### config.mk
export PLATFORM = sky130hd
export DESIGN_NAME = volume_scaler
export DESIGN_NICKNAME = d
export VERILOG_FILES = /design/src/rtl/daf_pkg.sv /design/src/rtl/volume_scaler.sv /design/src/rtl/frame_pipe_reg.sv
export SDC_FILE = /design/constraint.sdc
export NUM_CORES = 1
export LEC_CHECK = 0
export BUFFER_PORTS_ARGS = -buffer_cell sky130_fd_sc_hd__buf_2
export CELL_PAD_IN_SITES_DETAIL_PLACEMENT = 0
export CELL_PAD_IN_SITES_GLOBAL_PLACEMENT = 2
export CORE_MARGIN = 3
export CORE_UTILIZATION = 35
export DETAILED_ROUTE_END_ITERATION = 7
export PLACE_DENSITY = 0.75
export SYNTH_ARGS = -nofsm -noshare
export SYNTH_HDL_FRONTEND = slang
export SYNTH_SLANG_ARGS = --single-unit
### constraint.sdc
create_clock -name tb_clk -period 12.1 [get_ports tb_clk]
set_input_delay 2.42 -clock tb_clk [delete_from_list [all_inputs] [get_ports tb_clk]]
set_output_delay 2.42 -clock tb_clk [all_outputs]
set_load 0.02 [all_outputs]
### src/rtl/daf_pkg.sv
// ~~~~~~~~~~~~~~~~~~~~~~~~~~~~~~~~~~~~~~~~
// shared types and constants for the audio effects chain
// stages, top and testbench pull frame and knob types from here
// ~~~~~~~~~~~~~~~~~~~~~~~~~~~~~~~~~~~~~~~~

package daf_pkg;

  // one signed pcm sample
  typedef logic signed [15:0] sample_t;

  // stereo frame, left channel sits in the upper half
  typedef struct packed {
    sample_t left;
    sample_t right;
  } stereo_frame_t;

  // front panel knob, 0 to 15
  typedef logic [3:0] pot_t;

  // effect enables, in chain order
  typedef struct packed {
    logic amp_clip_en;
    logic amp_comp_en;
    logic vol_en;
  } effect_mode_t;

  // 16-bit saturation limits
  localparam int SAMPLE_MAX = 32767;
  localparam int SAMPLE_MIN = -32768;

  // clip threshold is (pot + 1) * CLIP_STEP
  // pot 15 lands one above SAMPLE_MAX and gets capped
  localparam int CLIP_STEP = 2048;

  // compression only touches magnitudes above the knee
  localparam int COMP_KNEE = 8192;

  // volume gain is pot / 2**VOL_SHIFT, so pot 8 is unity
  localparam int VOL_SHIFT = 3;

  // one register per effect
  localparam int STAGE_COUNT = 3;

endpackage
### src/rtl/volume_scaler.sv
// ~~~~~~~~~~~~~~~~~~~~~~~~~~~~~~~~~~~~~~~~
// volume stage, last effect in the chain
// gain is pot/8, result saturates to the 16-bit range
// ~~~~~~~~~~~~~~~~~~~~~~~~~~~~~~~~~~~~~~~~

`timescale 1ns/100ps

module volume_scaler (
  input  logic                   tb_clk,
  input  logic                   rst_n,
  input  daf_pkg::pot_t          pot_vol,
  input  logic                   vol_en,
  input  daf_pkg::stereo_frame_t s_frame,
  input  logic                   s_valid,
  output logic                   s_ready,
  output daf_pkg::stereo_frame_t m_frame,
  output logic                   m_valid,
  input  logic                   m_ready
);

  import daf_pkg::*;

  stereo_frame_t vol_frame;
  stereo_frame_t stage_frame;

  // 16 x 5 bit signed product fits in 21 bits
  function automatic sample_t vol_sample(sample_t x, pot_t g);
    logic signed [20:0] prod;
    logic signed [20:0] scaled;
    prod   = x * $signed({1'b0, g});
    // arithmetic shift, rounds toward minus infinity
    scaled = prod >>> VOL_SHIFT;
    if (scaled > SAMPLE_MAX) begin
      return sample_t'(SAMPLE_MAX);
    end else if (scaled < SAMPLE_MIN) begin
      return sample_t'(SAMPLE_MIN);
    end
    return sample_t'(scaled);
  endfunction

  assign vol_frame.left  = vol_sample(s_frame.left, pot_vol);
  assign vol_frame.right = vol_sample(s_frame.right, pot_vol);

  assign stage_frame = vol_en ? vol_frame : s_frame;

  frame_pipe_reg u_reg (
    .tb_clk  (tb_clk),
    .rst_n   (rst_n),
    .s_frame (stage_frame),
    .s_valid (s_valid),
    .s_ready (s_ready),
    .m_frame (m_frame),
    .m_valid (m_valid),
    .m_ready (m_ready)
  );

endmodule

### src/rtl/frame_pipe_reg.sv
// ~~~~~~~~~~~~~~~~~~~~~~~~~~~~~~~~~~~~~~~~
// one-deep valid/ready register for a stereo frame
// every effect stage ends in one of these
// ~~~~~~~~~~~~~~~~~~~~~~~~~~~~~~~~~~~~~~~~

`timescale 1ns/100ps

module frame_pipe_reg (
  input  logic                   tb_clk,
  input  logic                   rst_n,
  input  daf_pkg::stereo_frame_t s_frame,
  input  logic                   s_valid,
  output logic                   s_ready,
  output daf_pkg::stereo_frame_t m_frame,
  output logic                   m_valid,
  input  logic                   m_ready
);

  // free slot, or the held frame leaves this cycle
  assign s_ready = !m_valid || m_ready;

  always_ff @(posedge tb_clk) begin
    if (!rst_n) begin
      m_valid <= 1'b0;
    end else if (s_ready) begin
      m_valid <= s_valid;
    end
  end

  // payload only moves on an accepted transfer
  always_ff @(posedge tb_clk) begin
    if (s_valid && s_ready) begin
      m_frame <= s_frame;
    end
  end

  // a frame stalled at the input must not change under this stage
  a_frame_hold: assert property (
    @(posedge tb_clk) disable iff (!rst_n)
    (s_valid && !s_ready) |=> $stable(s_frame)
  ) else $error("frame_pipe_reg: s_frame changed while stalled");

  // upstream valid only drops after this stage took the frame
  a_valid_hold: assert property (
    @(posedge tb_clk) disable iff (!rst_n)
    (s_valid && !s_ready) |=> s_valid
  ) else $error("frame_pipe_reg: s_valid dropped without a transfer");

endmodule

# After elaboration in Yosys (flattened, before gate mapping)
# Cells that the tools add are included.
# totals
reg_bits	33
inputBits	41
out_inout_bits	34
elab_cells	23
# classes
multipliers	2
n_lt_le_gt_ge	4
mux	11
n_reduce_logical	3
# op_table
operator	count
2-to-1 mux 16 bit	6
multiplier 16 x 5 -> 21 bit	2
> comparator 18 x 16 -> 1 bit, second input constant	2
less-than comparator 18 x 16 -> 1 bit, second input constant	2
2-to-1 mux 32 bit	1
2-to-1 mux 1 bit	4
logical AND 1 bit	1
logical NOT 1 bit	1
logical OR 1 bit	1

# Longest topological paths before layout
# depth
word_depth	6
mapped_depth	17
mapped_depth_nobuf	15

# Modules after synthesis
# Synthesis repeated with hierarchy kept, for this count alone.
# unflattened
cells_unflattened	753
hier_area_um2	6626.4
# by_module_without_submodules
mod	instances	cells_each	area_per_inst_um2	seq_area_each_um2
volume_scaler	1	716	5607.9	0.0
frame_pipe_reg	1	37	1018.5	980.9

# Least setup slack after synthesis
# OpenSTA, ideal clock, no wires.
# synth_path
path_type	input-to-reg
startpoint	in pot_vol[2]
endpoint	reg u_reg.m_frame[17] (netlist name)
setup_time_ns	0.257
arrival_ns	6.272
setup_slack_ns	5.571
path_stages	16
path_buffers	1
cell_sequence	clkbuf_1 > and2_1 > ha_1 > fa_1 > inv_1 > fa_1 > inv_1 > ha_1 > a2111oi_2 > a211oi_1 > a21oi_2 > a211oi_1 > a311oi_4 > nor3_2 > o21a_4 > a32o_1
# synth_rtl
item	line_no	rtl
start: declaration	volume_scaler.sv:11	input daf_pkg::pot_t pot_vol,

==> results.yml <==
setup_path:
  cp-start-kind: "input port"
  worstPathRequired_ps: 12130
  crit_arrival_ps: 7100
  endpoint_kind: "flip-flop"
  path_max_fanout: 32
  crit_type: "in2reg"
routing:
  drt-wirelength-per-cell_um: 15.95
  drtPass1Iterations: 4
  wirelength_um: 16680
  via_per_inst: 5.139
  drt_iter0_drc: 202
  drc: 0
  antenna_left: 0
  vias: 5375
yosys:
  synth_common_cells: "138 x inv_1, 97 x and2_1, 76 x ha_1"
  synth-seq-area-share_pct: 14.84
  netlist_top_cells_area: "fa_1 20%, edfxtp_1 15%, ha_1 14%"
  ys_seq_elements: 33
  yosys.area.top_type_share_pct: 19.99
  synth_cell_types: 67
  syn_area_um2: 6610
  synth.most_common_cell: "inv_1"
  synth_edf_count: 32
  syn_avg_cell_area_um2: 8.767
  synth_warnings: 0
  syn_inst: 754
  synth_nets: 937
  synthArstFlopShare_pct: 0
  synth_ff_type: "edfxtp_1"
  yosysTopAreaCell: "fa_1"
placement:
  place_hpwl_um: 13680
  numPlacedInstances: 1038
  portBuffers: 74
  routabilityCongestion: 0.8387
floorplanning:
  dieHeight_um: 143.4
  start_util_pct: 36.18
  num_rows: 49
  coreArea_um2: 18270
  fp.dieW_um: 143.4
  pin_count: 75
  dieArea_um2: 20570
global_route:
  grt.total_usage_pct: 16.65
  grt-ovfl-total: 0
  antenna_found_initial: 0
  grt_pass1_vias: 5316
  grt_pass1_wl_um: 27570
  grt_max_degree: 33
sta:
  setup_tns_ps: 0
  finalSetupViolations: 0
  clock_skew_ps: 6.938
  fmax_ghz: 0.1413
  layout_min_cycle_time_ps: 7075
  worst_slew_pin_slew_ps: 867.1
  maxSlewHeadroom_pct: 42.19
  rsz0062_at_grt: "false"
  hold_violations: 0
  final-max-slew-violation-count: 0
  finalCritPeriodShare_pct: 58.47
cells_and_area:
  stdcell_count: 1046
  final_nets: 999
  syn2layout_area_growth_pct: 10.68
  antenna_cells_inserted: 0
  drive_gt1_share_pct: 13.95
cts:
  clockRootBuffer: "clkbuf_16"
  h-tree-depth: 2
  post_cts_resized: 0
  hold_buffers: 0
  clkSinkCount: 33
  cts_setup_buffers: 0
  clk_pin_slew_worst_paths_ps: 60
  cts_tree: "built"
  clock_latency_ps: 290
  cts_buffer_depth: 2
  cts-buffers-inserted: 5
outcome:
  status: "finished, final reports clean"
flow_run:
  cap_violations: 0
power_and_ir_drop:
  p_leak_nw: 3.620
  cellPowerDensity_nw_per_um2: 134.6
  irDropWorstVdd_v: 0.00005414
worst_hold_path:
  hp-class: "reg2reg"
[routing by layer]
metal / GRT usage [%] / up-vias / wire length [um]
met3: 1.764 / 12 / 570
met4: 3.964 / 0 / 214
met1: 23.71 / 2634 / 8063
li1: - / 2634 / -
met5: 0 / - / 0
met2: 27.30 / 95 / 7835
[critical path, stage by stage]
cell       delay [ps]
buf_2             400
and2_1            200
ha_1              240
fa_1              540
inv_1              50
fa_1              530
inv_1              40
ha_1              390
a2111oi_2         380
o21ai_1           210
a21oi_2           290
a211oi_1          180
a311oi_4          550
nor3_2            140
o21ai_4           340
o2bb2ai_1         160
[power by group]
part | switching, mW | total, mW | internal (mW) | leakage [nW]
Sequential | 0.00837 | 0.180 | 0.171 | 0.316
Combinational | 0.408 | 0.675 | 0.267 | 3.24
Clock | 0.0538 | 0.131 | 0.0768 | 0.0652
Total | 0.470 | 0.985 | 0.515 | 3.62
[worst paths after layout]
check	startpoint	to	slack, ps	cells after the start
min reg2reg	u_reg.m_valid$_SDFFE_PN0N_	u_reg.m_valid$_SDFFE_PN0N_	540	2
max	pot_vol[3]	u_reg.m_frame[22]$_DFFE_PP_	5030	16
min	u_reg.m_valid$_SDFFE_PN0N_	u_reg.m_valid$_SDFFE_PN0N_	540	2
max reg2reg	u_reg.m_valid$_SDFFE_PN0N_	u_reg.m_frame[8]$_DFFE_PP_	10580	2
[flip-flops by register name (all words and copies together), names as in the netlist]
register and cells:
u_reg.m_frame 32, u_reg.m_valid 1
[kinds of logic after synthesis]
group	after synthesis	share of synthesized area (%)
and+or+nand+nor	237	19.21
buffers and inverters	158	9.237
AOI/OAI and AO/OA	155	18.30
adders and majority gates	142	34.37
DFF	33	14.84
xor gates and xnor gates	26	3.559
muxes	3	0.4732
[area by class of cell]
type | count | area, um^2
timing repair buffer | 74 | 370.4
multi-input combinational | 563 | 5020
tap | 229 | 286.5
clock buffer | 8 | 136.4
fill | 1961 | 10950
inverter | 139 | 521.8
sequential | 33 | 980.9
[cell usage in the layout, fill, tap and decap left out, types with 18 or more instances in the layout]
cell,synthesis,layout
nor2_1,30,30
a21oi_1,32,32
fa_1,66,66
inv_1,138,138
buf_2,2,74
and2_1,97,96
ha_1,76,76
nand2_1,51,51
xnor2_1,18,18
edfxtp_1,32,32
[through the flow]
| step | setup slack, ps | hold slack, ps | power, mW | area [um^2] | util [%] |
|---|---|---|---|---|---|
| floorplan | 5571 | 749.6 | 0.7042 | 6610 | - |
| global placement | 4854 | 498.3 | 0.8510 | 7179 | 39.30 |
| detailed placement | 4788 | 544.6 | 0.8569 | 7179 | 39.30 |
| CTS | 5093 | 553.3 | 0.9939 | 7316 | 40.04 |
| global route | 4737 | 590.6 | 1.077 | 7316 | 40.04 |
| finish | 5025 | 538.3 | 0.9850 | 7316 | 40.04 |
Power figures use the tool's default switching activity.
