**config.mk**
```make
export PLATFORM = sky130hd
export DESIGN_NAME = amp_compressor
export DESIGN_NICKNAME = d
export VERILOG_FILES = /design/src/rtl/daf_pkg.sv /design/src/rtl/amp_compressor.sv /design/src/rtl/frame_pipe_reg.sv
export SDC_FILE = /design/constraint.sdc
export NUM_CORES = 1
export LEC_CHECK = 0
export BUFFER_PORTS_ARGS = -buffer_cell sky130_fd_sc_hd__clkbuf_2
export CAP_MARGIN = 20
export CORE_AREA = 2 2 102 104
export DETAILED_ROUTE_END_ITERATION = 6
export DIE_AREA = 0 0 104 106
export HOLD_SLACK_MARGIN = 0.06
export PLACE_DENSITY_LB_ADDON = 0.1
export SLEW_MARGIN = 20
export SYNTH_ARGS = -nofsm -noshare
export SYNTH_HDL_FRONTEND = slang
export SYNTH_SLANG_ARGS = --single-unit
```
**constraint.sdc**
```tcl
create_clock -name tb_clk -period 11.35 [get_ports tb_clk]
set_input_delay 1.135 -clock tb_clk [delete_from_list [all_inputs] [get_ports tb_clk]]
set_output_delay 1.135 -clock tb_clk [all_outputs]
set_load 0.005 [all_outputs]
```
**src/rtl/daf_pkg.sv**
```systemverilog
// ~~~~~~~~~~~~~~~~~~~~~~~~~~~~~~~~~~~~~~~~
// shared types and constants for the audio effects chain
// stages, top and testbench pull frame and knob types from here
// ~~~~~~~~~~~~~~~~~~~~~~~~~~~~~~~~~~~~~~~~

package daf_pkg;

  // one signed pcm sample
  typedef logic signed [15:0] sample_t;

  // stereo frame, left channel sits in the upper half
  typedef struct packed {
    sample_t left;
    sample_t right;
  } stereo_frame_t;

  // front panel knob, 0 to 15
  typedef logic [3:0] pot_t;

  // effect enables, in chain order
  typedef struct packed {
    logic amp_clip_en;
    logic amp_comp_en;
    logic vol_en;
  } effect_mode_t;

  // 16-bit saturation limits
  localparam int SAMPLE_MAX = 32767;
  localparam int SAMPLE_MIN = -32768;

  // clip threshold is (pot + 1) * CLIP_STEP
  // pot 15 lands one above SAMPLE_MAX and gets capped
  localparam int CLIP_STEP = 2048;

  // compression only touches magnitudes above the knee
  localparam int COMP_KNEE = 8192;

  // volume gain is pot / 2**VOL_SHIFT, so pot 8 is unity
  localparam int VOL_SHIFT = 3;

  // one register per effect
  localparam int STAGE_COUNT = 3;

endpackage
```
**src/rtl/amp_compressor.sv**
```systemverilog
// ~~~~~~~~~~~~~~~~~~~~~~~~~~~~~~~~~~~~~~~~
// level compressor, second effect in the chain
// level above the knee is cut by 2**(pot[3:2]), sign is kept
// ~~~~~~~~~~~~~~~~~~~~~~~~~~~~~~~~~~~~~~~~

`timescale 1ns/100ps

module amp_compressor (
  input  logic                   tb_clk,
  input  logic                   rst_n,
  input  daf_pkg::pot_t          pot_amp_com,
  input  logic                   comp_en,
  input  daf_pkg::stereo_frame_t s_frame,
  input  logic                   s_valid,
  output logic                   s_ready,
  output daf_pkg::stereo_frame_t m_frame,
  output logic                   m_valid,
  input  logic                   m_ready
);

  import daf_pkg::*;

  logic [1:0]    ratio_shift;
  stereo_frame_t comp_frame;
  stereo_frame_t stage_frame;
  logic [16:0]   in_mag_l;
  logic [16:0]   in_mag_r;
  logic [16:0]   out_mag_l;
  logic [16:0]   out_mag_r;

  // 17 bits so that -32768 has a magnitude
  function automatic logic [16:0] abs_mag(sample_t x);
    logic [16:0] ext;
    ext = {x[15], x};
    return x[15] ? (17'd0 - ext) : ext;
  endfunction

  function automatic sample_t comp_sample(sample_t x, logic [1:0] sh);
    logic [16:0] mag;
    logic [16:0] new_mag;
    logic [16:0] neg_mag;
    mag = abs_mag(x);
    if (mag > 17'(COMP_KNEE)) begin
      new_mag = 17'(COMP_KNEE) + ((mag - 17'(COMP_KNEE)) >> sh);
    end else begin
      new_mag = mag;
    end
    // shift 0 on -32768 gives back 32768, which still fits as negative
    neg_mag = 17'd0 - new_mag;
    return x[15] ? sample_t'(neg_mag) : sample_t'(new_mag);
  endfunction

  // ratio 1:1, 2:1, 4:1 or 8:1
  assign ratio_shift = pot_amp_com[3:2];

  assign comp_frame.left  = comp_sample(s_frame.left, ratio_shift);
  assign comp_frame.right = comp_sample(s_frame.right, ratio_shift);

  assign stage_frame = comp_en ? comp_frame : s_frame;

  frame_pipe_reg u_reg (
    .tb_clk  (tb_clk),
    .rst_n   (rst_n),
    .s_frame (stage_frame),
    .s_valid (s_valid),
    .s_ready (s_ready),
    .m_frame (m_frame),
    .m_valid (m_valid),
    .m_ready (m_ready)
  );

  // magnitudes on both sides of the register, for the check below
  assign in_mag_l  = abs_mag(s_frame.left);
  assign in_mag_r  = abs_mag(s_frame.right);
  assign out_mag_l = abs_mag(m_frame.left);
  assign out_mag_r = abs_mag(m_frame.right);

  // compression never adds level, bypass or not
  a_no_gain: assert property (
    @(posedge tb_clk) disable iff (!rst_n)
    (s_valid && s_ready) |=> (out_mag_l <= $past(in_mag_l))
                          && (out_mag_r <= $past(in_mag_r))
  ) else $error("amp_compressor: output louder than input");

endmodule

```
**src/rtl/frame_pipe_reg.sv**
```systemverilog
// ~~~~~~~~~~~~~~~~~~~~~~~~~~~~~~~~~~~~~~~~
// one-deep valid/ready register for a stereo frame
// every effect stage ends in one of these
// ~~~~~~~~~~~~~~~~~~~~~~~~~~~~~~~~~~~~~~~~

`timescale 1ns/100ps

module frame_pipe_reg (
  input  logic                   tb_clk,
  input  logic                   rst_n,
  input  daf_pkg::stereo_frame_t s_frame,
  input  logic                   s_valid,
  output logic                   s_ready,
  output daf_pkg::stereo_frame_t m_frame,
  output logic                   m_valid,
  input  logic                   m_ready
);

  // free slot, or the held frame leaves this cycle
  assign s_ready = !m_valid || m_ready;

  always_ff @(posedge tb_clk) begin
    if (!rst_n) begin
      m_valid <= 1'b0;
    end else if (s_ready) begin
      m_valid <= s_valid;
    end
  end

  // payload only moves on an accepted transfer
  always_ff @(posedge tb_clk) begin
    if (s_valid && s_ready) begin
      m_frame <= s_frame;
    end
  end

  // a frame stalled at the input must not change under this stage
  a_frame_hold: assert property (
    @(posedge tb_clk) disable iff (!rst_n)
    (s_valid && !s_ready) |=> $stable(s_frame)
  ) else $error("frame_pipe_reg: s_frame changed while stalled");

  // upstream valid only drops after this stage took the frame
  a_valid_hold: assert property (
    @(posedge tb_clk) disable iff (!rst_n)
    (s_valid && !s_ready) |=> s_valid
  ) else $error("frame_pipe_reg: s_valid dropped without a transfer");

endmodule

```
## After elaboration in Yosys (flattened, before gate mapping)

Index checks and enable logic that the tools add are counted.
W data, S select, Z words.

- Input port bits: 41
- Bits in registers: 33

- Muxes and demuxes: 7
- Shifts and indexed selects: 2
- Order comparisons: 2
- Add/sub/neg operators: 8
- Reductions and logical operators: 3

Operators by type and width:

| cell | count |
|---|---|
| $mux W16 | 4 |
| $gt A17 B14 Y1 const B | 2 |
| $mux W17 | 2 |
| $shr A17 B2 Y16 | 2 |
| $sub A1 B16 Y17 const A | 2 |
| $sub A17 B14 Y17 const B | 2 |
| $add A14 B16 Y16 const A | 2 |
| $mux W32 | 1 |
| $sub A1 B16 Y16 const A | 2 |
| $logic_and A1 B1 Y1 | 1 |
| $logic_not A1 Y1 | 1 |
| $logic_or A1 B1 Y1 | 1 |

## Logic depth before layout (Yosys ltp)

Gate-level depths: netlist of run 1.

- Word-level depth: 9
- Depth in mapped cells: 19
- Gate-level depth less buffers: 15

## Hierarchy

Synthesis of run 1 repeated with hierarchy kept, for this count alone.

- Cells, all modules: 712
- Area total of the unflattened synthesis: 5450.2 µm²

By module, submodules not included:

| module | area an instance (µm²) | instances | cells an instance |
|---|---|---|---|
| amp_compressor | 4431.8 | 1 | 675 |
| frame_pipe_reg | 1018.5 | 1 | 37 |

## Worst setup path before layout of run 1

Ideal clock, no wire load.

- Path type: input port to flip-flop
- Start: input s_frame[0] (netlist bit)
- End: register, netlist name u_reg.m_frame[14]
- Buffers on the path: 3
- Library setup time: 0.135 ns
- Data arrival time: 4.984 ns
- Setup slack: 6.231 ns
- Stages: 18
- Path through: clkbuf_1 > inv_1 > ha_1 > or4b_2 > o41ai_4 > xor2_4 > nand2_4 > o31a_1 > buf_6 > clkbuf_1 > nor2_1 > a31oi_1 > o21ai_0 > ha_1 > and4_1 > o211ai_2 > or4_1 > nand3_1

RTL lines:

| element | RTL line | text |
|---|---|---|
| from (decl) | amp_compressor.sv:13 | `input daf_pkg::stereo_frame_t s_frame,` |

==> results of run 1 <==
-- stage by stage --
| stage | area, um^2 | std cells |
|---|---|---|
| 6_report | 5690 | 845 |
| 3_5_place_dp | 5610 | 837 |
| 5_1_grt | 5690 | 845 |
| 2_1_floorplan | 5310 | 683 |
| 4_1_cts | 5690 | 845 |
| 3_3_place_gp | 5610 | 837 |
-- placed cells by master, fill, tap and decap left out, types with 5 or more instances in the layout --
master,instances
clkbuf_8,5
a21boi_0,5
a211o_1,9
o211ai_1,12
a21o_1,6
nor3_1,25
or3_1,12
a211oi_1,13
nor2b_1,6
nand2b_1,6
mux2i_1,19
mux2_2,7
nor4_1,7
o31ai_1,10
nand4_1,14
xnor2_1,28
edfxtp_1,32
nand2_1,56
clkbuf_2,72
o21ai_0,25
a31oi_1,15
and3_1,6
and2_1,6
nor2_1,69
nand3_1,24
ha_1,6
a22oi_1,12
buf_4,5
a221oi_1,5
o22ai_1,7
inv_1,19
or4_1,8
a21oi_1,36
xor2_1,17
-- power by group --
part / leakage [nW] / total (W) / switching (W) / internal [W]
registers: 0.318 / 0.000153 / 0.00000274 / 0.000150
clock network: 0.0450 / 0.0000818 / 0.0000394 / 0.0000424
logic: 1.78 / 0.000262 / 0.000167 / 0.0000951
total: 2.14 / 0.000497 / 0.000209 / 0.000288
-- sequential cells by signal (all words and copies together), names as in the netlist --
signal / flops
u_reg.m_frame: 32
u_reg.m_valid: 1
-- worst max-delay path: stages --
cell and delay (ns):
clkbuf_2 0.14, inv_1 0.14, ha_1 0.27, or4b_2 0.71, o41ai_4 0.40, xor2_4 0.32, nand4_4 0.31, o31a_1 0.21
buf_4 0.22, nor2_1 0.11, a31oi_1 0.04, o21ai_0 0.13, ha_1 0.27, and4_1 0.29, o211ai_2 0.15, or4_1 0.47
nand3_1 0.09
-- synth_stat cells (8+ instances only) --
library cell / instances / area, um^2
a211o_1: 9 / 78.8
edfxtp_1: 32 / 961
a31oi_1: 15 / 93.8
xor2_1: 17 / 149
nor2_1: 69 / 259
nand4_1: 14 / 87.6
nor3_1: 25 / 125
nand3_1: 24 / 120
or3_1: 12 / 75.1
a211oi_1: 13 / 97.6
nand2_1: 56 / 210
o21ai_0: 25 / 125
mux2i_1: 19 / 190
a22oi_1: 12 / 90.1
or4_1: 8 / 60.1
a21oi_1: 36 / 180
inv_1: 19 / 71.3
o31ai_1: 10 / 75.1
xnor2_1: 28 / 245
o211ai_1: 12 / 90.1
clkbuf_1: 42 / 158
-- metal layers --
| metal | vias up | GRT usage | share of wire |
|---|---|---|---|
| li1 | 2716 | - | - |
| met1 | 2697 | 0.452 | 0.46 |
| met2 | 326 | 0.415 | 0.41 |
| met3 | 17 | 0.0638 | 0.11 |
| met4 | 0 | 0.0695 | 0.011 |
| met5 | - | 0 | 0 |
-- worst paths after layout --
path / endpoint / slack, ns / cells past startpoint
worst min-delay path: u_reg.m_valid / 0.54 / 2
worst max register to register: u_reg.m_frame[23] / 10.12 / 3
worst max-delay path: u_reg.m_frame[14] / 6.07 / 17
worst min register to register: u_reg.m_valid / 0.54 / 2
-- logic make-up after synthesis --
family	count (synthesis)	share of synthesized area
simple gates	269	0.267
compound gates	222	0.327
buf+inv	78	0.0643
xor+xnor	47	0.0836
flops	33	0.185
mux	28	0.0591
fa+ha+maj	6	0.0141
-- cell type report --
cell class                      count  area [um^2]  area share
Clock inverter                      2         10.0     0.00176
Sequential cell                    33          981       0.172
Timing Repair Buffer               77          398      0.0699
Multi-Input combinational cell    572         3990       0.701
Tap cell                          136          170      0.0299
Inverter                           19         71.3      0.0125
Clock buffer                        6         72.6      0.0127
==> results by group, run 1 <==
Pwr
  • PD cells: 87.3 nW/um^2
  • Peak supply drop: roughly 0.042 mV
  • Leak: ~2.1 nW
  • Final Total Pwr: 0.000497 W

Finish
  • Layout cells sized above 1: 0.172
  • Fin nets: 755
  • Fillers: 993
  • Final Util: 0.569
  • ANT cells: 0
  • Syn-to-layout area delta: 7.16%

Yosys
  • Seq cells post-synth: 33
  • Ys flop type: edfxtp_1
  • Synth warn: 0
  • Syn Nets: 730
  • Count of cell types in the netlist: around 90
  • Seq/Total Area, Yosys: 0.185
  • Mapped Cells: around 700
  • Post-synth ARST share: 0
  • Syn_area_per_cell: around 7.8 um^2
  • Post-Synthesis Cell Area: about 5300 um^2
  • Post-synth EDFFs: 32

Worst setup path
  • CP endpoint kind: flop
  • Critical Path Source Type: input pin
  • RR Startpoint: u_reg.m_valid
  • CP startpoint: s_frame[1]
  • Worst Path Arrival: 5.42 ns
  • Worst path required time: around 12 ns
  • Kind of critical path: input pin to flop
  • Max FO, Critical Path: 21

Global route
  • Largest net degree at the start of global routing: 50
  • Global-route wire length before repair: 26.6 mm
  • GRT Total Usage: 0.294
  • Initial antenna violation count: 0
  • Total grt overflow: 0
  • Vias in the first global route: 5,093

Die
  • IO Pins: 75
  • Chip width: between 100 and 150 um
  • Initial core utilization: 0.531
  • Die Y: ~110 um
  • Core Area: 10000 um^2
  • Num rows: 37
  • Die area: 11,000 um^2

Clock network
  • Clk buf depth: 2
  • CTS tree: done
  • CTS Root Cell: clkbuf_8
  • CTS sink count: 33
  • Setup bufs post-CTS: 0
  • CTS Buf Count: 5
  • CTS H-tree depth: 2
  • Clk slew on worst S/H paths: approximately 0.060 ns
  • Skew-Pair Late Insertion Delay: between 0.2 and 0.3 ns
  • Number of gates resized after cts: 0
  • Hold-fix buffers, CTS: 0

Timing
  • Finish-stage setup viols: 0
  • Worst-Margin Slew: 1.04 ns
  • Max transition margin: 0.304
  • Hold WS: around 0.54 ns
  • Tmin final: about 5.3 ns
  • Final hold viol count: 0
  • Skew final: 0.00363 ns
  • Final Max Slew Viols: 0
  • TNS Setup: 0 ns
  • RSZ-0062 raised after global routing: false
  • Tcrit/Tclk final: 0.465
  • Final WS setup: ~6 ns
  • F_max: ~190 MHz

Placement
  • Port Buf Inserts: a little over 70
  • GP Congestion: roughly 0.94
  • Worst slack, placed: around 5.8 ns
  • Final HPWL DP: 12.2 mm

Route
  • Initial DRC Count: between 600 and 700
  • Antenna Nets Post-Route: 0
  • Routed wire length: approximately 16 mm
  • Drt pass-1 iters: 5
  • Post-route DRC: 0
  • Vias post-DR: about 5,800
  • DR WL/cell: 19.3 um
  • Vias per cell: roughly 6.8

Job
  • Max-Cap Viols: 0

Hold path
  • Type of the tightest min-delay check: flop to flop
  • Hold_sp: u_reg.m_valid

Outcome
  • Status: finished clean
(Power assumes the default switching activity.)
==> inputs of run 2 (changes only) <==
--- a/config.mk
+++ b/config.mk
@@ -7,9 +7,9 @@
 export LEC_CHECK = 0
 export BUFFER_PORTS_ARGS = -buffer_cell sky130_fd_sc_hd__clkbuf_2
 export CAP_MARGIN = 20
-export CORE_AREA = 2 2 102 104
+export CORE_AREA = 2 2 103 105
 export DETAILED_ROUTE_END_ITERATION = 6
-export DIE_AREA = 0 0 104 106
+export DIE_AREA = 0 0 105 107
 export HOLD_SLACK_MARGIN = 0.06
 export PLACE_DENSITY_LB_ADDON = 0.1
 export SLEW_MARGIN = 20
==> constraint.sdc (replaced) <==
create_clock -name tb_clk -period 4.75 [get_ports tb_clk]
set_input_delay 0.475 -clock tb_clk [delete_from_list [all_inputs] [get_ports tb_clk]]
set_output_delay 0.475 -clock tb_clk [all_outputs]
set_load 0.005 [all_outputs]
==> results by group, run 2 (synthesis results as in run 1) <==
Timing
  • RSZ-0062 raised after global routing: false (unchanged)
  • Final Max Slew Viols: 0 (unchanged)
  • Worst-Margin Slew: 0.936 ns (was 1.04 ns)
  • Tcrit/Tclk final: 0.935
  • Final hold viol count: 0 (unchanged)
  • F_max: between 200 and 250 MHz
  • Final WS setup: 0.307 ns (was 6.07 ns)
  • Skew final: 0.00164 ns (was 0.00363 ns)
  • Finish-stage setup viols: 0 (unchanged)
  • TNS Setup: 0 ns (unchanged)
  • Max transition margin: 0.376 (was 0.304)
  • Tmin final: between 4 and 5 ns

Route
  • Vias per cell: 6.69 (was 6.81)
  • Drt pass-1 iters: 7 (was 5)
  • Post-route DRC: 0 (unchanged)
  • DR WL/cell: 19.0 um (was 19.3 um)
  • Vias post-DR: 5,799 (was 5,756)
  • Routed wire length: 16.5 mm (was 16.3 mm)
  • Antenna Nets Post-Route: 0 (unchanged)
  • Initial DRC Count: 667 (was 634)

Global route
  • Largest net degree at the start of global routing: 47 (was 50)
  • Global-route wire length before repair: 26.2 mm (was 26.6 mm)
  • Total grt overflow: 0 (unchanged)
  • Initial antenna violation count: 0 (unchanged)
  • GRT Total Usage: 0.287 (was 0.294)
  • Vias in the first global route: 5,029 (was 5,093)

Worst setup path
  • Max FO, Critical Path: 9 (was 21)
  • Peak per-stage delay on the critical path: 0.71 ns (about the same)
  • CP Cell Sequence: clkbuf_2 -> inv_1 -> ha_1 -> or4b_2 -> o41ai_4 -> xor2_4 -> nand2_4 -> o31a_1 -> nor2_1 -> a31oi_1 -> o21ai_0 -> ha_1 -> and4_1 -> o211ai_2 -> or4_1 -> nand3_1 (was clkbuf_2 -> inv_1 -> ha_1 -> or4b_2 -> o41ai_4 -> xor2_4 -> nand4_4 -> o31a_1 -> buf_4 -> nor2_1 -> a31oi_1 -> o21ai_0 -> ha_1 -> and4_1 -> o211ai_2 -> or4_1 -> nand3_1)
  • RR Startpoint: u_reg.m_valid (unchanged)
  • CP max-delay cell: or4b_2 (unchanged)
  • Kind of critical path: input pin to flop (unchanged)
  • Worst path required time: 4.89 ns (was 11.50 ns)
  • Critical Path Source Type: input pin (unchanged)
  • Worst Path Arrival: 4.58 ns (was 5.42 ns)
  • Most frequent CP cell: ha_1 (unchanged)
  • CP startpoint: s_frame[1] (unchanged)
  • CP endpoint kind: flop (unchanged)

Finish
  • ANT cells: 0 (unchanged)
  • Syn-to-layout area delta: 10.2% (was 7.16%)
  • Most common cell after layout, fill and taps aside: clkbuf_2 (unchanged)
  • Fin nets: 777 (was 755)
  • Max reg flops: 32 (unchanged)
  • Most frequent cells in the layout: 72 x clkbuf_2, 69 x nor2_1, 56 x nand2_1 (unchanged)
  • Largest register by flop count: u_reg.m_frame (unchanged)
  • Layout cells sized above 1: 0.194 (was 0.172)
  • Top flop regs: u_reg.m_frame x32, u_reg.m_valid x1 (unchanged)

Placement
  • Port Buf Inserts: 72 (unchanged)
  • Worst slack, placed: 0.155 ns (was 5.85 ns)
  • GP Congestion: 0.937 (about the same)
  • Final HPWL DP: 12.7 mm (was 12.2 mm)

Die
  • Die Y: 107 um (was 106 um)
  • Num rows: 37 (unchanged)
  • IO Pins: 75 (unchanged)
  • Core Area: 10,100 um^2 (was 10000 um^2)
  • Initial core utilization: 0.526 (was 0.531)
  • Die area: 11,200 um^2 (was 11,000 um^2)
  • Chip width: 105 um (was 104 um)

Clock network
  • CTS Buf Count: 5 (unchanged)
  • Clk buf depth: 2 (unchanged)
  • CTS tree: done (unchanged)
  • CTS sink count: 33 (unchanged)
  • CTS Root Cell: clkbuf_8 (unchanged)
  • Clk slew on worst S/H paths: 0.06 ns (about the same)
  • CTS H-tree depth: 2 (unchanged)
  • Hold-fix buffers, CTS: 0 (unchanged)
  • Setup bufs post-CTS: 0 (unchanged)
  • Number of gates resized after cts: 0 (unchanged)
  • Skew-Pair Late Insertion Delay: 0.27 ns (was 0.28 ns)

Pwr
  • PD cells: 205 nW/um^2 (was 87.3 nW/um^2)
  • Peak supply drop: 0.121 mV (was 0.0415 mV)
  • Leak: 2.24 nW (was 2.14 nW)

Hold path
  • Type of the tightest min-delay check: input pin to flop (was flop to flop)
  • Hold_sp: rst_n (was u_reg.m_valid)

Outcome
  • Status: finished clean (unchanged)

Job
  • Max-Cap Viols: 0 (unchanged)
run 2: cell count changes in the layout (fill, tap and decap cells not counted):
| cell | delta |
|---|---|
| buf_4 | +22 |
| clkbuf_1 | +2 |
| clkinv_2 | -2 |
run 2: final timing paths:
| kind | end | slack [ns] | cells after the start |
|---|---|---|---|
| setup reg to reg | u_reg.m_frame[24] | 3.53 | 3 |
| hold / removal | u_reg.m_valid | 0.44 | 2 |
| hold reg to reg | u_reg.m_valid | 0.55 | 2 |
| setup / recovery | u_reg.m_frame[14] | 0.31 | 16 |
run 2: final cells by class:
class | count | area, um^2
Clock buffer | 8 | 80.1
Fill cell | 986 | 4240
Inverter | 19 | 71.3
Multi-Input combinational cell | 572 | 3990
Sequential cell | 33 | 981
Tap cell | 136 | 170
Timing Repair Buffer | 99 | 563
run 2: power breakdown:
| group | switching (W) | total (W) | leakage [nW] | internal [W] |
|---|---|---|---|---|
| clock network | 0.0000826 | 0.000186 | 0.0395 | 0.000104 |
| logic | 0.000405 | 0.000649 | 1.88 | 0.000244 |
| registers | 0.00000641 | 0.000366 | 0.318 | 0.000359 |
| total | 0.000494 | 0.00120 | 2.24 | 0.000707 |
run 2: worst max-delay path: cells and delay by family:
| kind | cells | cell delay [ns] |
|---|---|---|
| AOI/OAI and AO/OA | 5 | 1.14 |
| xor gates and xnor gates | 1 | 0.33 |
| adders and majority gates | 2 | 0.51 |
| buffers and inverters | 2 | 0.30 |
| and+or+nand+nor | 6 | 1.81 |
run 2: per-stage QoR:
stage / utilization / instance area [um^2] / hold slack (ns) / std cells / total power [W]
floorplan: - / 5310 / 0.537 / 683 / 0.000822
global placement: 0.572 / 5780 / 0.506 / 859 / 0.000989
detailed placement: 0.572 / 5780 / 0.562 / 859 / 0.00100
CTS: 0.580 / 5860 / 0.446 / 867 / 0.00119
global route: 0.580 / 5860 / 0.468 / 867 / 0.00128
finish: 0.580 / 5860 / 0.445 / 867 / 0.00120
run 2: routing by layer:
layer / track usage / up-vias / part of all wire
met4: 0.0619 / 0 / 0.0086
met3: 0.0498 / 12 / 0.12
li1: - / 2758 / -
met2: 0.404 / 304 / 0.40
met1: 0.451 / 2725 / 0.47
met5: 0 / - / 0
==> inputs of run 3 (changes only) <==
--- a/config.mk
+++ b/config.mk
@@ -11,7 +11,7 @@
 export DETAILED_ROUTE_END_ITERATION = 6
 export DIE_AREA = 0 0 105 107
 export HOLD_SLACK_MARGIN = 0.06
-export PLACE_DENSITY_LB_ADDON = 0.1
+export PLACE_DENSITY = 0.75
 export SLEW_MARGIN = 20
 export SYNTH_ARGS = -nofsm -noshare
 export SYNTH_HDL_FRONTEND = slang
==> results by group, run 3 (synthesis results as in run 1) <==
Outcome
  • Status: finished clean (unchanged)

Timing
  • Max transition margin: 0.331 (was 0.376)
  • TNS Setup: 0 ns (unchanged)
  • Final hold viol count: 0 (unchanged)
  • F_max: 237 MHz (was 225 MHz)
  • Skew final: 0.00550 ns (was 0.00164 ns)
  • Tcrit/Tclk final: 0.887 (was 0.935)
  • Tmin final: 4.21 ns (was 4.44 ns)
  • Final Max Slew Viols: 0 (unchanged)
  • Finish-stage setup viols: 0 (unchanged)
  • Worst-Margin Slew: 0.988 ns (was 0.936 ns)
  • RSZ-0062 raised after global routing: false (unchanged)

Finish
  • Layout cells sized above 1: 0.202 (was 0.194)
  • Largest register by flop count: u_reg.m_frame (unchanged)
  • Most frequent cells in the layout: 72 x clkbuf_2, 69 x nor2_1, 56 x nand2_1 (unchanged)
  • Fillers: 970 (was 986)
  • Syn-to-layout area delta: 11.0% (was 10.2%)
  • Top flop regs: u_reg.m_frame x32, u_reg.m_valid x1 (unchanged)
  • Most common cell after layout, fill and taps aside: clkbuf_2 (unchanged)
  • Max reg flops: 32 (unchanged)
  • ANT cells: 0 (unchanged)
  • Fin nets: 782 (was 777)

Global route
  • Initial antenna violation count: 0 (unchanged)
  • Total grt overflow: 0 (unchanged)
  • Largest net degree at the start of global routing: 47 (unchanged)
  • Vias in the first global route: 5,039 (was 5,029)
  • GRT Total Usage: 0.283 (was 0.287)
  • Global-route wire length before repair: 25.9 mm (was 26.2 mm)

Hold path
  • Type of the tightest min-delay check: input pin to flop (unchanged)
  • Hold path depth: 2 (unchanged)

Clock network
  • CTS Root Cell: clkbuf_8 (unchanged)
  • Skew-Pair Late Insertion Delay: 0.28 ns (was 0.27 ns)
  • CTS sink count: 33 (unchanged)
  • CTS Buf Count: 5 (unchanged)
  • Setup bufs post-CTS: 0 (unchanged)
  • Hold-fix buffers, CTS: 0 (unchanged)
  • CTS H-tree depth: 2 (unchanged)
  • CTS tree: done (unchanged)
  • Number of gates resized after cts: 0 (unchanged)
  • Clk slew on worst S/H paths: 0.06 ns (about the same)
  • Clk buf depth: 2 (unchanged)

Die
  • Die area: 11,200 um^2 (unchanged)
  • Num rows: 37 (unchanged)
  • Die Y: 107 um (unchanged)
  • Core Area: 10,100 um^2 (unchanged)
  • Chip width: 105 um (unchanged)
  • Initial core utilization: 0.526 (unchanged)
  • IO Pins: 75 (unchanged)

Worst setup path
  • CP endpoint kind: flop (unchanged)
  • Critical Path Source Type: input pin (unchanged)
  • Peak per-stage delay on the critical path: 0.68 ns (was 0.71 ns)
  • Reg2Reg Depth: 3 (unchanged)
  • Max FO, Critical Path: 9 (unchanged)
  • CP Cell Sequence: clkbuf_2 -> inv_1 -> ha_1 -> or4b_2 -> o41ai_4 -> xor2_4 -> and3_1 -> a222oi_1 -> o311ai_1 -> ha_1 -> nand2_1 -> nand3_1 -> o31ai_1 -> xnor2_1 (was clkbuf_2 -> inv_1 -> ha_1 -> or4b_2 -> o41ai_4 -> xor2_4 -> nand2_4 -> o31a_1 -> nor2_1 -> a31oi_1 -> o21ai_0 -> ha_1 -> and4_1 -> o211ai_2 -> or4_1 -> nand3_1)
  • Worst Path Arrival: 4.24 ns (was 4.58 ns)
  • CP max-delay cell: or4b_2 (unchanged)
  • Worst path required time: 4.77 ns (was 4.89 ns)
  • Most frequent CP cell: ha_1 (unchanged)
  • Kind of critical path: input pin to flop (unchanged)

Placement
  • GP Congestion: 0.978 (was 0.937)
  • Final HPWL DP: 12.5 mm (was 12.7 mm)
  • Port Buf Inserts: 72 (unchanged)

Route
  • Initial DRC Count: 808 (was 667)
  • Post-route DRC: 0 (unchanged)
  • Routed wire length: 16.3 mm (was 16.5 mm)
  • Antenna Nets Post-Route: 0 (unchanged)
  • Vias per cell: 6.69 (about the same)
  • Vias post-DR: 5,836 (was 5,799)
  • DR WL/cell: 18.7 um (was 19.0 um)
  • Drt pass-1 iters: 5 (was 7)

Pwr
  • PD cells: 205 nW/um^2 (about the same)
  • Peak supply drop: 0.170 mV (was 0.121 mV)
  • Final Total Pwr: 0.00121 W (was 0.00120 W)
  • Leak: 2.27 nW (was 2.24 nW)

Job
  • Max-Cap Viols: 0 (unchanged)
==> run 3: cell count changes in the layout (fill, tap and decap cells not counted), sizes merged <==
cell and change:
clkinv +2, clkbuf -2, buf +5
==> run 3: worst paths after layout <==
kind | start | to | slack (ns)
setup / recovery | s_frame[1] | u_reg.m_frame[15] | 0.54
hold / removal | rst_n | u_reg.m_valid | 0.44
setup reg to reg | u_reg.m_valid | u_reg.m_frame[7] | 3.53
hold reg to reg | u_reg.m_valid | u_reg.m_valid | 0.55
==> run 3: area by class of cell <==
type	instances	area, um^2	share of cell area
multi-input cells	572	3990	0.677
flip-flops and latches	33	981	0.166
repair buffers	104	601	0.102
well taps	136	170	0.0289
clock buffers	6	72.6	0.0123
inverters	19	71.3	0.0121
clock inverters	2	10.0	0.00170
==> run 3: per-stage QoR <==
stage	std cells	hold slack (ns)	setup WS [ns]	instance area, um^2	util
2_1_floorplan	683	0.537	0.291	5310	-
6_report	872	0.439	0.537	5900	0.584
5_1_grt	872	0.435	0.311	5900	0.584
4_1_cts	872	0.435	0.569	5900	0.584
3_3_place_gp	864	0.506	0.319	5810	0.576
3_5_place_dp	864	0.543	0.286	5810	0.576
==> run 3: where the power goes <==
group	switching [W]	internal [W]	total [W]
registers	0.00000623	0.000359	0.000365
logic	0.000404	0.000244	0.000649
clock network	0.0000921	0.000101	0.000193
total	0.000503	0.000705	0.00121
==> run 3: critical path, delay by kind of cell <==
kind	cells	cell delay (ns)
AOI/OAI and AO/OA	4	1.42
and+or+nand+nor	4	1.16
adders and majority gates	2	0.60
xor gates and xnor gates	2	0.29
buffers and inverters	2	0.28
==> run 3: layer usage <==
layer / global-route usage / routed length [um] / up-vias
li1: - / - / 2770
met1: 0.427 / 7350 / 2682
met2: 0.408 / 6750 / 363
met3: 0.0571 / 2000 / 21
met4: 0.0705 / 208 / 0
met5: 0 / 0 / -
